## src/design/seq_pkg.sv

```systemverilog
package seq_pkg;

    // ------------------------------
    // Widths
    // ------------------------------
    localparam int INST_W     = 192;
    localparam int N_COUNTERS = 4;

    typedef logic [INST_W-1:0] inst_t;
    typedef logic [15:0]       pc_t;
    typedef logic [15:0]       addr_t;
    typedef logic [15:0]       count_t;
    typedef logic [5:0]        en_ctrl_t;
    typedef logic [15:0]       ctrl_t;

    // Low bit and width of one field
    typedef struct packed {
        int lo;
        int w;
    } field_t;

    // ------------------------------
    // Instruction layout
    // ------------------------------
    localparam field_t F_JUMP         = '{lo: 0,   w: 4};
    localparam field_t F_CNT_WE       = '{lo: 4,   w: 4};
    localparam field_t F_CNT0         = '{lo: 8,   w: 16};
    localparam field_t F_CNT1         = '{lo: 24,  w: 16};
    localparam field_t F_CNT2         = '{lo: 40,  w: 16};
    localparam field_t F_CNT3         = '{lo: 56,  w: 16};
    localparam field_t F_PC_TGT       = '{lo: 72,  w: 16};
    // Bit 0 waits on w, bit 1 on xi, bit 2 on xo
    localparam field_t F_WAIT         = '{lo: 88,  w: 3};
    localparam field_t F_RADDRX       = '{lo: 96,  w: 16};
    localparam field_t F_RADDRW       = '{lo: 112, w: 16};
    localparam field_t F_WADDRX       = '{lo: 128, w: 16};
    localparam field_t F_RADDRX_WE    = '{lo: 144, w: 1};
    localparam field_t F_RADDRW_WE    = '{lo: 145, w: 1};
    localparam field_t F_WADDRX_WE    = '{lo: 146, w: 1};
    localparam field_t F_RADDRX_BAK   = '{lo: 147, w: 1};
    localparam field_t F_RADDRW_BAK   = '{lo: 148, w: 1};
    localparam field_t F_WBUF_CTRL    = '{lo: 152, w: 6};
    localparam field_t F_OUT_CTRL     = '{lo: 160, w: 6};
    localparam field_t F_WBUF_CTRL_WE = '{lo: 166, w: 1};
    localparam field_t F_OUT_CTRL_WE  = '{lo: 167, w: 1};
    localparam field_t F_SWITCH       = '{lo: 168, w: 1};
    localparam field_t F_CTRL         = '{lo: 176, w: 16};

    // ------------------------------
    // Bits of the control field
    // ------------------------------
    localparam field_t C_BANKX   = '{lo: 0,  w: 1};
    localparam field_t C_BANKW   = '{lo: 1,  w: 1};
    localparam field_t C_RCEBX   = '{lo: 2,  w: 1};
    localparam field_t C_WCEBX   = '{lo: 3,  w: 1};
    localparam field_t C_RCEBW   = '{lo: 4,  w: 1};
    localparam field_t C_REQW    = '{lo: 5,  w: 1};
    localparam field_t C_WBUF_EN = '{lo: 6,  w: 1};
    localparam field_t C_MAC_EN  = '{lo: 7,  w: 1};
    localparam field_t C_NL_EN   = '{lo: 8,  w: 1};
    localparam field_t C_SEQ_FIN = '{lo: 9,  w: 1};
    localparam field_t C_NL_SEL  = '{lo: 10, w: 2};
    localparam field_t C_OLSB    = '{lo: 12, w: 4};

endpackage

```

## src/design/seq_state_if.sv

```systemverilog
`timescale 1ns/1ps

// Sequencer state on its way to the output stage
interface seq_state_if;

    seq_pkg::addr_t    raddr_x;
    seq_pkg::addr_t    raddr_w;
    seq_pkg::addr_t    waddr_x;
    seq_pkg::en_ctrl_t wbuf_en_ctrl;
    seq_pkg::en_ctrl_t output_en_ctrl;
    logic              wbuf_switch;

    modport src (
        output raddr_x, raddr_w, waddr_x,
        output wbuf_en_ctrl, output_en_ctrl, wbuf_switch
    );

    modport stage (
        input raddr_x, raddr_w, waddr_x,
        input wbuf_en_ctrl, output_en_ctrl, wbuf_switch
    );

endinterface

```

## src/design/seq_addr_gen.sv

```systemverilog
`timescale 1ns/1ps

module seq_addr_gen #(
    parameter int HAS_BACKUP = 0
) (
    input  logic           CLK,
    input  logic           RSTL,
    input  logic           purge,
    input  seq_pkg::addr_t field,
    input  logic           we,
    input  logic           bak,
    output seq_pkg::addr_t addr
);

    seq_pkg::addr_t step_addr;
    seq_pkg::addr_t bak_q;
    logic           restore;

    // Bit 15 picks subtract, bits 14..0 are the step size
    always_comb
    begin
        if (field[15])
            step_addr = addr - {1'b0, field[14:0]};
        else
            step_addr = addr + {1'b0, field[14:0]};
    end

    // ------------------------------
    // One-level backup
    // ------------------------------
    if (HAS_BACKUP != 0)
    begin : g_bak
        always_ff @(posedge CLK or negedge RSTL)
        begin
            if (!RSTL)
                bak_q <= '0;
            else if (purge)
                bak_q <= '0;
            else if (bak && !we)
                bak_q <= (bak_q != '0) ? '0 : addr;
        end
    end
    else
    begin : g_no_bak
        assign bak_q = '0;
    end

    assign restore = !we && bak && (bak_q != '0);

    always_ff @(posedge CLK or negedge RSTL)
    begin
        if (!RSTL)
            addr <= '0;
        else if (purge)
            addr <= '0;
        else if (we)
            addr <= field;
        else if (restore)
            addr <= bak_q;
        else
            addr <= step_addr;
    end

    a_no_bak: assert property (@(posedge CLK) disable iff (!RSTL)
        (HAS_BACKUP != 0) || !bak)
        else $error("backup requested on a generator without backup");

endmodule

```

## src/design/seq_buf_ctrl.sv

```systemverilog
`timescale 1ns/1ps

module seq_buf_ctrl (
    input  logic              CLK,
    input  logic              RSTL,
    input  logic              purge,
    input  seq_pkg::inst_t    qi,
    output seq_pkg::en_ctrl_t wbuf_en_ctrl,
    output seq_pkg::en_ctrl_t output_en_ctrl,
    output logic              wbuf_switch
);

    seq_pkg::en_ctrl_t wbuf_fld;
    seq_pkg::en_ctrl_t out_fld;

    // Load or accumulate, wraps at 64
    function automatic seq_pkg::en_ctrl_t acc_next(
        input seq_pkg::en_ctrl_t cur,
        input seq_pkg::en_ctrl_t fld,
        input logic              load
    );
        return load ? fld : seq_pkg::en_ctrl_t'(cur + fld);
    endfunction

    assign wbuf_fld = qi[seq_pkg::F_WBUF_CTRL.lo +: $bits(seq_pkg::en_ctrl_t)];
    assign out_fld  = qi[seq_pkg::F_OUT_CTRL.lo +: $bits(seq_pkg::en_ctrl_t)];

    always_ff @(posedge CLK or negedge RSTL)
    begin
        if (!RSTL)
        begin
            wbuf_en_ctrl   <= '0;
            output_en_ctrl <= '0;
            wbuf_switch    <= 1'b0;
        end
        else if (purge)
        begin
            wbuf_en_ctrl   <= '0;
            output_en_ctrl <= '0;
            wbuf_switch    <= 1'b0;
        end
        else
        begin
            wbuf_en_ctrl   <= acc_next(wbuf_en_ctrl, wbuf_fld,
                                       qi[seq_pkg::F_WBUF_CTRL_WE.lo]);
            output_en_ctrl <= acc_next(output_en_ctrl, out_fld,
                                       qi[seq_pkg::F_OUT_CTRL_WE.lo]);
            // Bank flip for the weight buffer
            if (qi[seq_pkg::F_SWITCH.lo])
                wbuf_switch <= ~wbuf_switch;
        end
    end

endmodule

```

## src/design/seq_loop_counters.sv

```systemverilog
`timescale 1ns/1ps

module seq_loop_counters (
    input  logic                             CLK,
    input  logic                             RSTL,
    input  logic                             purge,
    input  seq_pkg::inst_t                   qi,
    output logic [seq_pkg::N_COUNTERS-1:0]   last
);

    for (genvar i = 0; i < seq_pkg::N_COUNTERS; i++)
    begin : g_cnt
        // Count fields are not assumed contiguous
        localparam int LO = (i == 0) ? seq_pkg::F_CNT0.lo :
                            (i == 1) ? seq_pkg::F_CNT1.lo :
                            (i == 2) ? seq_pkg::F_CNT2.lo :
                                       seq_pkg::F_CNT3.lo;

        seq_pkg::count_t cnt;
        logic            we;
        logic            dec;

        assign we  = qi[seq_pkg::F_CNT_WE.lo + i];
        assign dec = qi[seq_pkg::F_JUMP.lo + i];

        always_ff @(posedge CLK or negedge RSTL)
        begin
            if (!RSTL)
                cnt <= '0;
            else if (purge)
                cnt <= '0;
            else if (we)
            begin
                // Load only once the previous loop has drained
                if (cnt == '0)
                    cnt <= qi[LO +: $bits(seq_pkg::count_t)];
            end
            else if (dec)
                cnt <= cnt - 1'b1;
        end

        assign last[i] = (cnt == seq_pkg::count_t'(1));
    end

endmodule

```

## src/design/seq_out_stage.sv

```systemverilog
`timescale 1ns/1ps

module seq_out_stage (
    input  logic              CLK,
    input  logic              RSTL,
    input  logic              purge,
    input  seq_pkg::inst_t    qi,
    seq_state_if.stage        st,
    output seq_pkg::addr_t    raddr_x,
    output seq_pkg::addr_t    raddr_w,
    output seq_pkg::addr_t    waddr_x,
    output seq_pkg::en_ctrl_t wbuf_en_ctrl,
    output seq_pkg::en_ctrl_t output_en_ctrl,
    output logic              wbuf_switch,
    output seq_pkg::ctrl_t    ctrl
);

    // Freeze everything while a purge is in progress
    always_ff @(posedge CLK or negedge RSTL)
    begin
        if (!RSTL)
        begin
            raddr_x        <= '0;
            raddr_w        <= '0;
            waddr_x        <= '0;
            wbuf_en_ctrl   <= '0;
            output_en_ctrl <= '0;
            wbuf_switch    <= 1'b0;
            ctrl           <= '0;
        end
        else if (!purge)
        begin
            raddr_x        <= st.raddr_x;
            raddr_w        <= st.raddr_w;
            waddr_x        <= st.waddr_x;
            wbuf_en_ctrl   <= st.wbuf_en_ctrl;
            output_en_ctrl <= st.output_en_ctrl;
            wbuf_switch    <= st.wbuf_switch;
            ctrl           <= qi[seq_pkg::F_CTRL.lo +: $bits(seq_pkg::ctrl_t)];
        end
    end

    a_ctrl_hold: assert property (@(posedge CLK) disable iff (!RSTL)
        purge |=> $stable(ctrl))
        else $error("ctrl changed across a purge cycle");

endmodule

```

## src/design/seq_pc.sv

```systemverilog
`timescale 1ns/1ps

module seq_pc (
    input  logic                             CLK,
    input  logic                             RSTL,
    input  logic                             purge,
    input  seq_pkg::inst_t                   qi,
    input  logic                             mbusy_w,
    input  logic                             mbusy_xi,
    input  logic                             mbusy_xo,
    input  logic [seq_pkg::N_COUNTERS-1:0]   last,
    output seq_pkg::pc_t                     pc
);

    logic [seq_pkg::N_COUNTERS-1:0] jump;
    logic [2:0]                     wait_bits;
    logic                           stall;
    logic                           take_jump;

    assign jump      = qi[seq_pkg::F_JUMP.lo +: seq_pkg::N_COUNTERS];
    assign wait_bits = qi[seq_pkg::F_WAIT.lo +: 3];

    // Any waited-on memory still busy means refetch
    assign stall = |(wait_bits & {mbusy_xo, mbusy_xi, mbusy_w});

    // Branch back unless the selected counter is on its last pass
    always_comb
    begin
        case (jump)
            4'b0001, 4'b0010, 4'b0100, 4'b1000: take_jump = ~|(jump & last);
            default:                            take_jump = 1'b0;
        endcase
    end

    always_ff @(posedge CLK or negedge RSTL)
    begin
        if (!RSTL)
            pc <= '0;
        else if (purge)
            pc <= '0;
        else if (stall)
            pc <= pc - 1'b1;
        else if (take_jump)
            pc <= qi[seq_pkg::F_PC_TGT.lo +: $bits(seq_pkg::pc_t)];
        else
            pc <= pc + 1'b1;
    end

    a_jump_onehot: assert property (@(posedge CLK) disable iff (!RSTL)
        $onehot0(jump))
        else $error("jump field selects more than one counter");

endmodule

```

## src/design/seq_top.sv

```systemverilog
`timescale 1ns/1ps

module seq_top (
    input  logic              CLK,
    input  logic              RSTL,
    input  logic              purge,
    input  logic              mbusy_w,
    input  logic              mbusy_xi,
    input  logic              mbusy_xo,
    input  seq_pkg::inst_t    qi,
    output seq_pkg::pc_t      raddr_i,
    output seq_pkg::addr_t    raddr_x,
    output seq_pkg::addr_t    raddr_w,
    output seq_pkg::addr_t    waddr_x,
    output seq_pkg::en_ctrl_t wbuf_en_ctrl,
    output seq_pkg::en_ctrl_t output_en_ctrl,
    output logic              wbuf_switch,
    output seq_pkg::ctrl_t    ctrl
);

    logic [seq_pkg::N_COUNTERS-1:0] last;

    seq_state_if u_state ();

    // ------------------------------
    // Program flow
    // ------------------------------
    seq_loop_counters u_loop (
        .CLK(CLK), .RSTL(RSTL), .purge(purge), .qi(qi), .last(last)
    );

    seq_pc u_pc (
        .CLK(CLK), .RSTL(RSTL), .purge(purge), .qi(qi),
        .mbusy_w(mbusy_w), .mbusy_xi(mbusy_xi), .mbusy_xo(mbusy_xo),
        .last(last), .pc(raddr_i)
    );

    // ------------------------------
    // Data-memory addresses
    // ------------------------------
    seq_addr_gen #(.HAS_BACKUP(1)) u_raddr_x (
        .CLK(CLK), .RSTL(RSTL), .purge(purge),
        .field(qi[seq_pkg::F_RADDRX.lo +: $bits(seq_pkg::addr_t)]),
        .we(qi[seq_pkg::F_RADDRX_WE.lo]), .bak(qi[seq_pkg::F_RADDRX_BAK.lo]),
        .addr(u_state.raddr_x)
    );

    seq_addr_gen #(.HAS_BACKUP(1)) u_raddr_w (
        .CLK(CLK), .RSTL(RSTL), .purge(purge),
        .field(qi[seq_pkg::F_RADDRW.lo +: $bits(seq_pkg::addr_t)]),
        .we(qi[seq_pkg::F_RADDRW_WE.lo]), .bak(qi[seq_pkg::F_RADDRW_BAK.lo]),
        .addr(u_state.raddr_w)
    );

    // Write side never saves its address
    seq_addr_gen #(.HAS_BACKUP(0)) u_waddr_x (
        .CLK(CLK), .RSTL(RSTL), .purge(purge),
        .field(qi[seq_pkg::F_WADDRX.lo +: $bits(seq_pkg::addr_t)]),
        .we(qi[seq_pkg::F_WADDRX_WE.lo]), .bak(1'b0),
        .addr(u_state.waddr_x)
    );

    seq_buf_ctrl u_buf (
        .CLK(CLK), .RSTL(RSTL), .purge(purge), .qi(qi),
        .wbuf_en_ctrl(u_state.wbuf_en_ctrl),
        .output_en_ctrl(u_state.output_en_ctrl),
        .wbuf_switch(u_state.wbuf_switch)
    );

    seq_out_stage u_out (
        .CLK(CLK), .RSTL(RSTL), .purge(purge), .qi(qi), .st(u_state.stage),
        .raddr_x(raddr_x), .raddr_w(raddr_w), .waddr_x(waddr_x),
        .wbuf_en_ctrl(wbuf_en_ctrl), .output_en_ctrl(output_en_ctrl),
        .wbuf_switch(wbuf_switch), .ctrl(ctrl)
    );

endmodule

```

## config.mk

```make
export PLATFORM = sky130hd
export DESIGN_NAME = seq_top
export DESIGN_NICKNAME = d
export VERILOG_FILES = /design/src/design/seq_pkg.sv /design/src/design/seq_state_if.sv /design/src/design/seq_addr_gen.sv /design/src/design/seq_buf_ctrl.sv /design/src/design/seq_loop_counters.sv /design/src/design/seq_out_stage.sv /design/src/design/seq_pc.sv /design/src/design/seq_top.sv
export SDC_FILE = /design/constraint.sdc
export NUM_CORES = 1
export LEC_CHECK = 0
export BUFFER_PORTS_ARGS = -buffer_cell sky130_fd_sc_hd__buf_2
export CAP_MARGIN = 20
export CORE_MARGIN = 2
export CORE_UTILIZATION = 60
export CTS_BUF_LIST = sky130_fd_sc_hd__clkbuf_8 sky130_fd_sc_hd__clkbuf_16
export CTS_CLUSTER_DIAMETER = 150
export DETAILED_ROUTE_END_ITERATION = 7
export GPL_ROUTABILITY_DRIVEN = 1
export GPL_TIMING_DRIVEN = 0
export HOLD_SLACK_MARGIN = 0.08
export PLACE_DENSITY = 0.9
export SETUP_SLACK_MARGIN = 0.1
export SLEW_MARGIN = 20
export SYNTH_ARGS = -nofsm -noshare
export SYNTH_HDL_FRONTEND = slang
export SYNTH_SLANG_ARGS = --single-unit
export TNS_END_PERCENT = 100
```

## constraint.sdc

```tcl
create_clock -name CLK -period 5.11 [get_ports CLK]
set_input_delay 1.022 -clock CLK [delete_from_list [all_inputs] [get_ports CLK]]
set_output_delay 1.022 -clock CLK [all_outputs]
set_load 0.1 [all_outputs]
```

# == Word level (Yosys, flattened, before mapping) ==
# Index checks and enable logic that the tools add are counted.
# op_classes
add_sub_neg,14
n_eq_ne,12
n_mux,43
n_bitwise,3
reduce_logical,27
# ops
cell,count
16-bit two-way mux,36
16-bit by 1-bit subtractor with 16-bit output (second input constant),5
16-bit by 1-bit == test with 1-bit output (second input constant),4
16-bit logical NOT,4
16-bit by 15-bit adder with 16-bit output,3
16-bit by 15-bit subtractor with 16-bit output,3
16-bit nonzero test,2
6-bit two-way mux,4
16-bit by 1-bit adder with 16-bit output (second input constant),1
6-bit adder,2
3-bit by 2-bit != test with 1-bit output (second input constant),4
3-bit nonzero test,4
2-bit AND reduction,4
4-bit OR reduction,2
2-bit nonzero test,3
4-bit AND,1
4-bit by 1-bit == test with 1-bit output (second input constant),1
4-bit by 2-bit == test with 1-bit output (second input constant),1
4-bit by 3-bit == test with 1-bit output (second input constant),1
4-bit == test (second input constant),1
1-bit logical AND,4
3-bit AND,1
1-bit logical NOT,3
1-bit two-way mux,3
2 further kinds,2
# word_totals
register_bits,250
out_inout_bits,93
wordCells,119

# == Longest topological paths before layout ==
# Gate-level depths: netlist of the first run.
# logic_depth
word_depth,8
ltp_mapped,15
depth_no_buf,14

# == Hierarchy ==
# A second synthesis of the first run with hierarchy kept.
# hier_totals
cells_unflattened,1743
hier_area_um2,16443.3
# modules_own_cells
mod,n_inst,cells_per_inst,area_per_inst_um2
seq_loop_counters,1,533,4481.8
seq_out_stage,1,163,2994.1
seq_addr_gen (u_raddr_x),1,271,2372.3
seq_addr_gen (u_raddr_w),1,264,2361.0
seq_addr_gen (u_waddr_x),1,218,1750.4
seq_pc,1,185,1497.7
seq_buf_ctrl,1,108,982.2
seq_top,1,1,3.8

# == Worst setup path before layout of the first run ==
# No wires, ideal clock.
# synth_path
path_type,input port to flip-flop
startpoint,input qi[112]
endpoint,register u_raddr_w.addr[14]
arrival_ns,3.750
t_required_ns,5.028
slack_ns,1.278
stages,13
path_cell_list,inv_1 -> ha_1 -> nand2b_1 -> or4_1 -> nor3_1 -> nor2_1 -> xnor2_1 -> ha_1 -> clkbuf_1 -> nand3_1 -> or4b_2 -> a211o_1 -> a31oi_1
# synth_via
elab_chain_cells,5
# synth_rtl
element,line_no,rtl
start: declaration,seq_top.sv:10,"input seq_pkg::inst_t qi,"
16-bit by 15-bit adder with 16-bit output / 16-bit by 15-bit subtractor with 16-bit output (equally long branches),"seq_addr_gen.sv:25, seq_addr_gen.sv:23",
16-bit two-way mux *,seq_addr_gen.sv:22,if (field[15])
16-bit two-way mux *,seq_addr_gen.sv:58,else if (restore)
16-bit two-way mux *,seq_addr_gen.sv:56,else if (we)
16-bit two-way mux *,seq_addr_gen.sv:54,else if (purge)
end signal: assignment,seq_addr_gen.sv:57,addr <= field;
end signal: assignment,seq_addr_gen.sv:59,addr <= bak_q;
end signal: assignment,seq_addr_gen.sv:61,addr <= step_addr;
end: declaration,seq_addr_gen.sv:12,output seq_pkg::addr_t addr
# Every way passes the cells marked *; elsewhere a longest branch is shown, timed or not.
# A chain may end at the register's enable or synchronous reset.

# == Final worst setup path of the first run ==
# layout_path
startpoint,input qi[130]
endpoint,register u_waddr_x.addr[15]
# layout_via
elab_chain_cells,4
# layout_rtl
element,line_no
16-bit by 15-bit adder with 16-bit output / 16-bit by 15-bit subtractor with 16-bit output (equally long branches),"seq_addr_gen.sv:25, seq_addr_gen.sv:23"
16-bit two-way mux *,seq_addr_gen.sv:22
16-bit two-way mux *,seq_addr_gen.sv:56
16-bit two-way mux *,seq_addr_gen.sv:54
end signal: assignment,seq_addr_gen.sv:57
end signal: assignment,seq_addr_gen.sv:59
end signal: assignment,seq_addr_gen.sv:61
end: declaration,seq_addr_gen.sv:12
# Marked as above.

==> run_results.csv, run 1 <==
group,metric,value,unit
status,status,"completed",
critical_path,crit_type,"in2reg",
sta,clock_skew,16.75,ps
sta,worst_pin_slew,988.8,ps
layout,mostFrequentLayoutCell,"buf_2",
sta,finalSetupViolCount,0,
die,initial_utilization,0.6137,
die,num_io_pins,291,
critical_path,crit_path_top_delay_cell,"o311ai_0",
cts,cts.repair.resized,0,
sta,final-max-slew-violation-count,0,
critical_path,crit_chain,"buf_2 -> nor3_1 -> nor3b_1 -> nor2_1 -> xnor2_1 -> ha_1 -> o211ai_1 -> a31oi_1 -> o21ai_0 -> o311ai_0 -> mux2i_1 -> a211oi_1",
synthesis,ys_ff_latch,250,
power_and_ir_drop,power_frac_comb,0.390,
cts,cts_buffers,29,
power_and_ir_drop,p_leak,8.626,nW
critical_path,crit_required,5570,ps
power_and_ir_drop,p_int,0.004622,W
synthesis,ys.flop_type,"dfrtp_1",
cts,path_clk_slew,70,ps
power_and_ir_drop,seqPwrFrac,0.316,
cts,cts_setup_buffers,0,
routing,wirelength,47510,um
global_route,grt_pass1_vias,14703,
critical_path,critical_path_peak_fanout,6,
die,dieHeight,164.9,um
placed_design,place_congestion,0.9464,
sta,hold_violations,0,
synthesis,synth_edf_count,0,
global_route,grt_use_total,0.3431,
die,dieArea,27210,um2
sta,fin_crit_sh,0.8514,
power_and_ir_drop,swShare,0.4158,
placed_design,portBuffers,268,
global_route,grt_max_degree,99,
die,die_w,164.9,um
routing,ant_nets,0,
sta,fin_tns_setup,0,ps
cts,cts_tree,"built",
synthesis,syn-mean-instance-area,8.927,um2
global_route,grt_first_pass_wirelength,74310,um
synthesis,synth_area,15540,um2
routing,routed_via_density,6.339,
sta,relSlewSlack,0.3353,
die,core-area,25330,um2
power_and_ir_drop,max-vdd-ir-drop,0.0003789,V
critical_path,slowest_delay,900,ps
routing,via_count,15220,
sta,max_freq,0.2299,GHz
run,max_cap_viol_count,0,
global_route,grt_antenna_before_repair,6,
routing,drc,0,
synthesis,synthArstFlopShare,1.000,
cts,h-tree-depth,1,
cts,clock_latency,560,ps
cts,clock_sinks,250,
critical_path,critPathCaptureType,"register",
critical_path,cp.arrival,4810,ps
routing,dr.pass1.iters,6,
synthesis,synth.distinct_cells,70,
placed_design,hpwlAfterDp,34430,um
global_route,grt-ovfl-total,0,
sta,rsz0062_at_grt,"no",
sta,finalCriticalPeriod,4350,ps
critical_path,startpoint_type,"input port",
layout,nets,2313,
cts,cts_hold_buf,0,
power_and_ir_drop,p_per_area,428.7,nW/um2
power_and_ir_drop,power_frac_clock,0.294,
routing,drt-initial-drc-count,2000,
synthesis,seq_area_frac_synth,0.4025,
layout,drive_gt1_frac,0.2019,
worst_hold_path,hp-class,"in2async",
cts,clockBufferDepth,3,
synthesis,syn_nets,2012,
synthesis,syn_inst,1741,
die,std_cell_rows,58,
sta,hold_slack,482.0,ps
layout,final_cell_mix,"buf_2 (273), dfrtp_1 (250), nor2_1 (209)",
power_and_ir_drop,power_switching,0.003290,W
synthesis,yosys_warnings,0,
layout,area_growth,18.73,%
cts,cts_root_buffer,"clkbuf_16",
routing,drt-wirelength-per-cell,19.79,um
==> synth_stat cells, drive strengths merged, types with 8 or more instances <==
| library cell | count | share of area |
|---|---|---|
| dfrtp | 250 | 0.40 |
| nor2 | 209 | 0.050 |
| a21oi | 155 | 0.050 |
| o21ai | 146 | 0.047 |
| nand2 | 111 | 0.027 |
| clkbuf | 81 | 0.020 |
| xnor2 | 79 | 0.045 |
| mux2 | 73 | 0.053 |
| inv | 70 | 0.017 |
| ha | 68 | 0.055 |
| nor3 | 47 | 0.015 |
| nor4 | 30 | 0.012 |
| a32o | 26 | 0.017 |
| nand3 | 26 | 0.0084 |
| xor2 | 25 | 0.014 |
| a211oi | 23 | 0.011 |
| o22ai | 21 | 0.0089 |
| nor2b | 20 | 0.0081 |
| or3 | 20 | 0.0081 |
| a31oi | 19 | 0.0076 |
| nand4 | 16 | 0.0064 |
| a21o | 15 | 0.0072 |
| a22oi | 15 | 0.0072 |
| o31ai | 15 | 0.0072 |
| nand2b | 14 | 0.0056 |
| or4 | 13 | 0.0070 |
| mux2i | 11 | 0.0071 |
| nor3b | 11 | 0.0053 |
| o21a | 11 | 0.0053 |
| a22o | 9 | 0.0051 |
| and2 | 9 | 0.0036 |
| and3 | 9 | 0.0036 |
| buf | 9 | 0.0027 |
| a221oi | 8 | 0.0049 |
| o211ai | 8 | 0.0039 |
==> critical path, delay by kind of cell <==
kind,cells,cell delay [ps]
AOI/OAI and AO/OA,5,1700
adders and majority gates,1,350
xor gates and xnor gates,1,170
buffers and inverters,1,130
and+or+nand+nor,3,1250
muxes,1,190
==> power groups by stage <==
stage                     Combinational, W  Sequential [W]  Clock [W]
after floorplan                    0.00151         0.00332          0
after global placement             0.00295         0.00250          0
after detailed placement           0.00303         0.00252          0
after CTS                          0.00305         0.00249    0.00234
after global routing               0.00331         0.00253    0.00243
final                              0.00309         0.00250    0.00233
==> final cells by class <==
class / count / area (um2)
Buffer: 90 / 345.3
Tap cell: 330 / 412.9
Timing Repair Buffer: 270 / 1406
Fill cell: 1862 / 6873
Inverter: 70 / 262.8
Clock inverter: 19 / 269.0
Antenna cell: 6 / 15.01
Clock buffer: 35 / 808.3
Sequential cell: 250 / 6256
Multi-Input combinational cell: 1331 / 8678
==> per-stage QoR <==
stage	util	instance area, um2	std cells	power [W]	setup WS (ps)
after floorplan	-	15540	1741	0.004829	1278
after global placement	0.6829	17300	2339	0.005446	-1427
after detailed placement	0.6855	17360	2341	0.005548	432.3
after CTS	0.7280	18440	2395	0.007884	952.9
after global routing	0.7282	18440	2397	0.008273	605.3
final	0.7286	18450	2401	0.007912	759.6
==> cells by family after synthesis <==
group,synth area share
DFF,0.4025
and+or+nand+nor,0.1691
AOI/OAI and AO/OA,0.2095
xor gates and xnor gates,0.05861
muxes,0.05997
adders and majority gates,0.06118
buffers and inverters,0.03912
==> per-layer routing <==
metal  track usage  share of wire  wire (um)  vias up
li1              -              -          -     6951
met1        0.4455           0.39      18740     7232
met2        0.5650           0.47      22300      887
met3       0.06303          0.097       4606      146
met4        0.1470          0.039       1831        4
met5             0        0.00057         27        -
==> final timing paths <==
kind,depth (start not counted),slack [ps],from,to
max,12,760,qi[130],u_waddr_x.addr[15]
min,1,480,RSTL,u_out.waddr_x[3]
max reg2reg,8,2020,u_waddr_x.addr[1],u_waddr_x.addr[15]
min reg2reg,2,480,u_out.wbuf_en_ctrl[1],u_out.wbuf_en_ctrl[1]
max in group asynchronous,2,3650,RSTL,u_loop.g_cnt[3].cnt[4]
min in group CLK,2,480,u_out.wbuf_en_ctrl[1],u_out.wbuf_en_ctrl[1]
==> state kept, by name, summed over array words and instances, names as in the netlist <==
name / flops
u_buf.output_en_ctrl: 6
u_buf.wbuf_en_ctrl: 6
u_buf.wbuf_switch: 1
u_loop.g_cnt.cnt: 64
u_out.ctrl: 16
u_out.output_en_ctrl: 6
u_out.raddr_w: 16
u_out.raddr_x: 16
u_out.waddr_x: 16
u_out.wbuf_en_ctrl: 6
u_out.wbuf_switch: 1
u_pc.pc: 16
u_raddr_w.addr: 16
u_raddr_w.bak_q: 16
u_raddr_x.addr: 16
u_raddr_x.bak_q: 16
u_waddr_x.addr: 16
Power figures use the tool's default switching activity.
==> run 2, diff against run 1 <==
--- a/config.mk
+++ b/config.mk
@@ -16,6 +16,7 @@
 export GPL_TIMING_DRIVEN = 0
 export HOLD_SLACK_MARGIN = 0.08
 export PLACE_DENSITY = 0.9
+export REMOVE_ABC_BUFFERS = 1
 export SETUP_SLACK_MARGIN = 0.1
 export SLEW_MARGIN = 20
 export SYNTH_ARGS = -nofsm -noshare
==> run 2 against run 1 <==
  * Sequential share of layout area grew 0.71 points
  * Total power down 5.5%
  * Clock power decreased by 15%
  * Highest routed layer unchanged
  * Routed wire length is 12% lower
  * Critical path type unchanged
  * Critical path depth stayed put
==> run_results.csv, run 2 (synthesized netlist as in run 1, its figures left out) <==
group,metric,value,unit
status,status,"completed",
die,core-area,25330,um2
global_route,grt_max_degree,116,
critical_path,slowest_delay,760,ps
routing,maxUsedRoutingLayer,"met5",
critical_path,cp.arrival,4570,ps
routing,drt-initial-drc-count,1645,
critical_path,reg2regPathDepth,8,
critical_path,crit_chain,"buf_2 -> or3_1 -> nor3b_1 -> nor2_1 -> xnor2_1 -> ha_1 -> o211ai_1 -> a31oi_1 -> o21ai_0 -> o311ai_0 -> mux2i_1 -> a211oi_1",
die,dieArea,27210,um2
critical_path,reg2reg_to,"u_loop.g_cnt[1].cnt[12]",
layout,multi_input_area,8717,um2
critical_path,crit_required,5560,ps
power_and_ir_drop,max-vdd-ir-drop,0.0003771,V
critical_path,critPathCaptureType,"register",
routing,routed_via_density,6.327,
sta,final-max-slew-violation-count,0,
cts,cts_root_buffer,"clkbuf_16",
critical_path,critical_path_peak_fanout,6,
cts,cts_setup_buffers,0,
layout,regMostFlops,"u_loop.g_cnt.cnt",
routing,wirelength,41620,um
layout,fillCellCount,1890,
die,std_cell_rows,58,
sta,fin_crit_sh,0.8060,
worst_hold_path,hp-class,"in2async",
die,num_io_pins,291,
critical_path,setup.worst_path.start,"qi[132]",
cts,clockBufferDepth,3,
routing,ant_nets,0,
sta,finalSetupViolCount,0,
global_route,grt_pass1_vias,14029,
cts,cts_tree,"built",
routing,wl_met1,16660,um
sta,hold_violations,0,
layout,mostFrequentLayoutCell,"buf_2",
sta,max_freq,0.2428,GHz
power_and_ir_drop,p_leak,8.517,nW
layout,regArea,6256,um2
global_route,grt-ovfl-total,0,
placed_design,place_congestion,0.9104,
cts,cts_buffers,28,
sta,finalCriticalPeriod,4119,ps
sta,clock_skew,29.58,ps
placed_design,hpwlAfterDp,28710,um
critical_path,startpoint_type,"input port",
sta,worst_pin_slew,810.1,ps
layout,final_cell_mix,"buf_2 (272), dfrtp_1 (250), nor2_1 (206)",
die,die_w,164.9,um
routing,wl_met3,3220,um
cts,h-tree-depth,1,
layout,largest_reg_flops,64,
critical_path,crit_path_top_delay_cell,"o311ai_0",
critical_path,crit_type,"in2reg",
critical_path,path_delay_family,"compound AO/OA/AOI/OAI gates",
placed_design,portBuffers,273,
critical_path,rrSetupSlack,2150,ps
die,dieHeight,164.9,um
routing,via_count,14672,
global_route,grt_use_total,0.2993,
cts,path_clk_slew,60,ps
critical_path,r2r_start,"u_loop.g_cnt[1].cnt[6]",
critical_path,cp_num_buf_inv,1,
sta,rsz0062_at_grt,"no",
cts,cts_hold_buf,0,
sta,hold_slack,427.4,ps
sta,relSlewSlack,0.4596,
sta,setup_ws,991.3,ps
layout,area_growth,16.31,%
cts,clock_latency,560,ps
global_route,grt_antenna_before_repair,11,
power_and_ir_drop,total_power,0.007474,W
run,max_cap_viol_count,0,
cts,clock_sinks,250,
layout,nets,2232,
power_and_ir_drop,p_per_area,413.5,nW/um2
global_route,grt_first_pass_wirelength,66960,um
die,initial_utilization,0.6137,
layout,drive_gt1_frac,0.2109,
placed_design,dp_slack,497.1,ps
routing,drt-wirelength-per-cell,17.95,um
cts,cts.repair.resized,0,
routing,drc,0,
routing,dr.pass1.iters,6,
routing,met2_length,20180,um
==> run 2: cell types whose count changed in the layout (fill, tap and decap cells not counted), moves of 3 or more <==
cell | previous run | this run
clkbuf_1 | 81 | 0
nor2_2 | 0 | 3
clkinvlp_4 | 4 | 1
inv_1 | 71 | 77
nor2_1 | 209 | 206
buf_1 | 3 | 0
bufinv_16 | 6 | 1
==> run 2: final cells by class <==
class | instances | share of cell area
multi-input cells | 1331 | 0.4822
diodes | 7 | 0.0009690
inverters | 70 | 0.01467
repair buffers | 280 | 0.08319
clock inverters | 17 | 0.006714
clock buffers | 34 | 0.04333
flip-flops and latches | 250 | 0.3461
well taps | 330 | 0.02284
==> run 2: report_power, final <==
group / switching, W / internal (W)
Combinational: 0.00208 / 0.000925
Sequential: 0.000252 / 0.00225
Clock: 0.000833 / 0.00113
==> run 2: per-layer routing <==
layer / vias to the layer above / global-route usage
met3: 131 / 0.04545
li1: 6783 / -
met4: 8 / 0.1162
met5: - / 0
met1: 7056 / 0.3880
met2: 694 / 0.5070
==> run 2: worst max path at each step <==
stage / endpoint / depth (start not counted) / slack (ps)
after floorplan: u_waddr_x.addr[15] / 11 / 1310
after global placement: u_loop.g_cnt[1].cnt[13] / 6 / -2420
after detailed placement: u_waddr_x.addr[15] / 12 / 500
after CTS: u_waddr_x.addr[15] / 12 / 1080
after global routing: u_waddr_x.addr[15] / 12 / 760
final: u_waddr_x.addr[15] / 12 / 990
==> run 2: worst reg2reg max path: cells and delay by family, from the launching register on <==
family / cells / cell delay (ps)
simple gates: 4 / 1550
buf+inv: 2 / 410
compound gates: 2 / 480
flops: 1 / 450
==> run 2: stage by stage <==
step	utilization	setup TNS, ps	instance area (um2)	std cells
after detailed placement	0.6766	0	17140	2261
after floorplan	-	0	15200	1651
after global routing	0.7135	0	18070	2316
after global placement	0.6703	-548530	16980	2254
after CTS	0.7123	0	18040	2312
final	0.7138	0	18080	2319
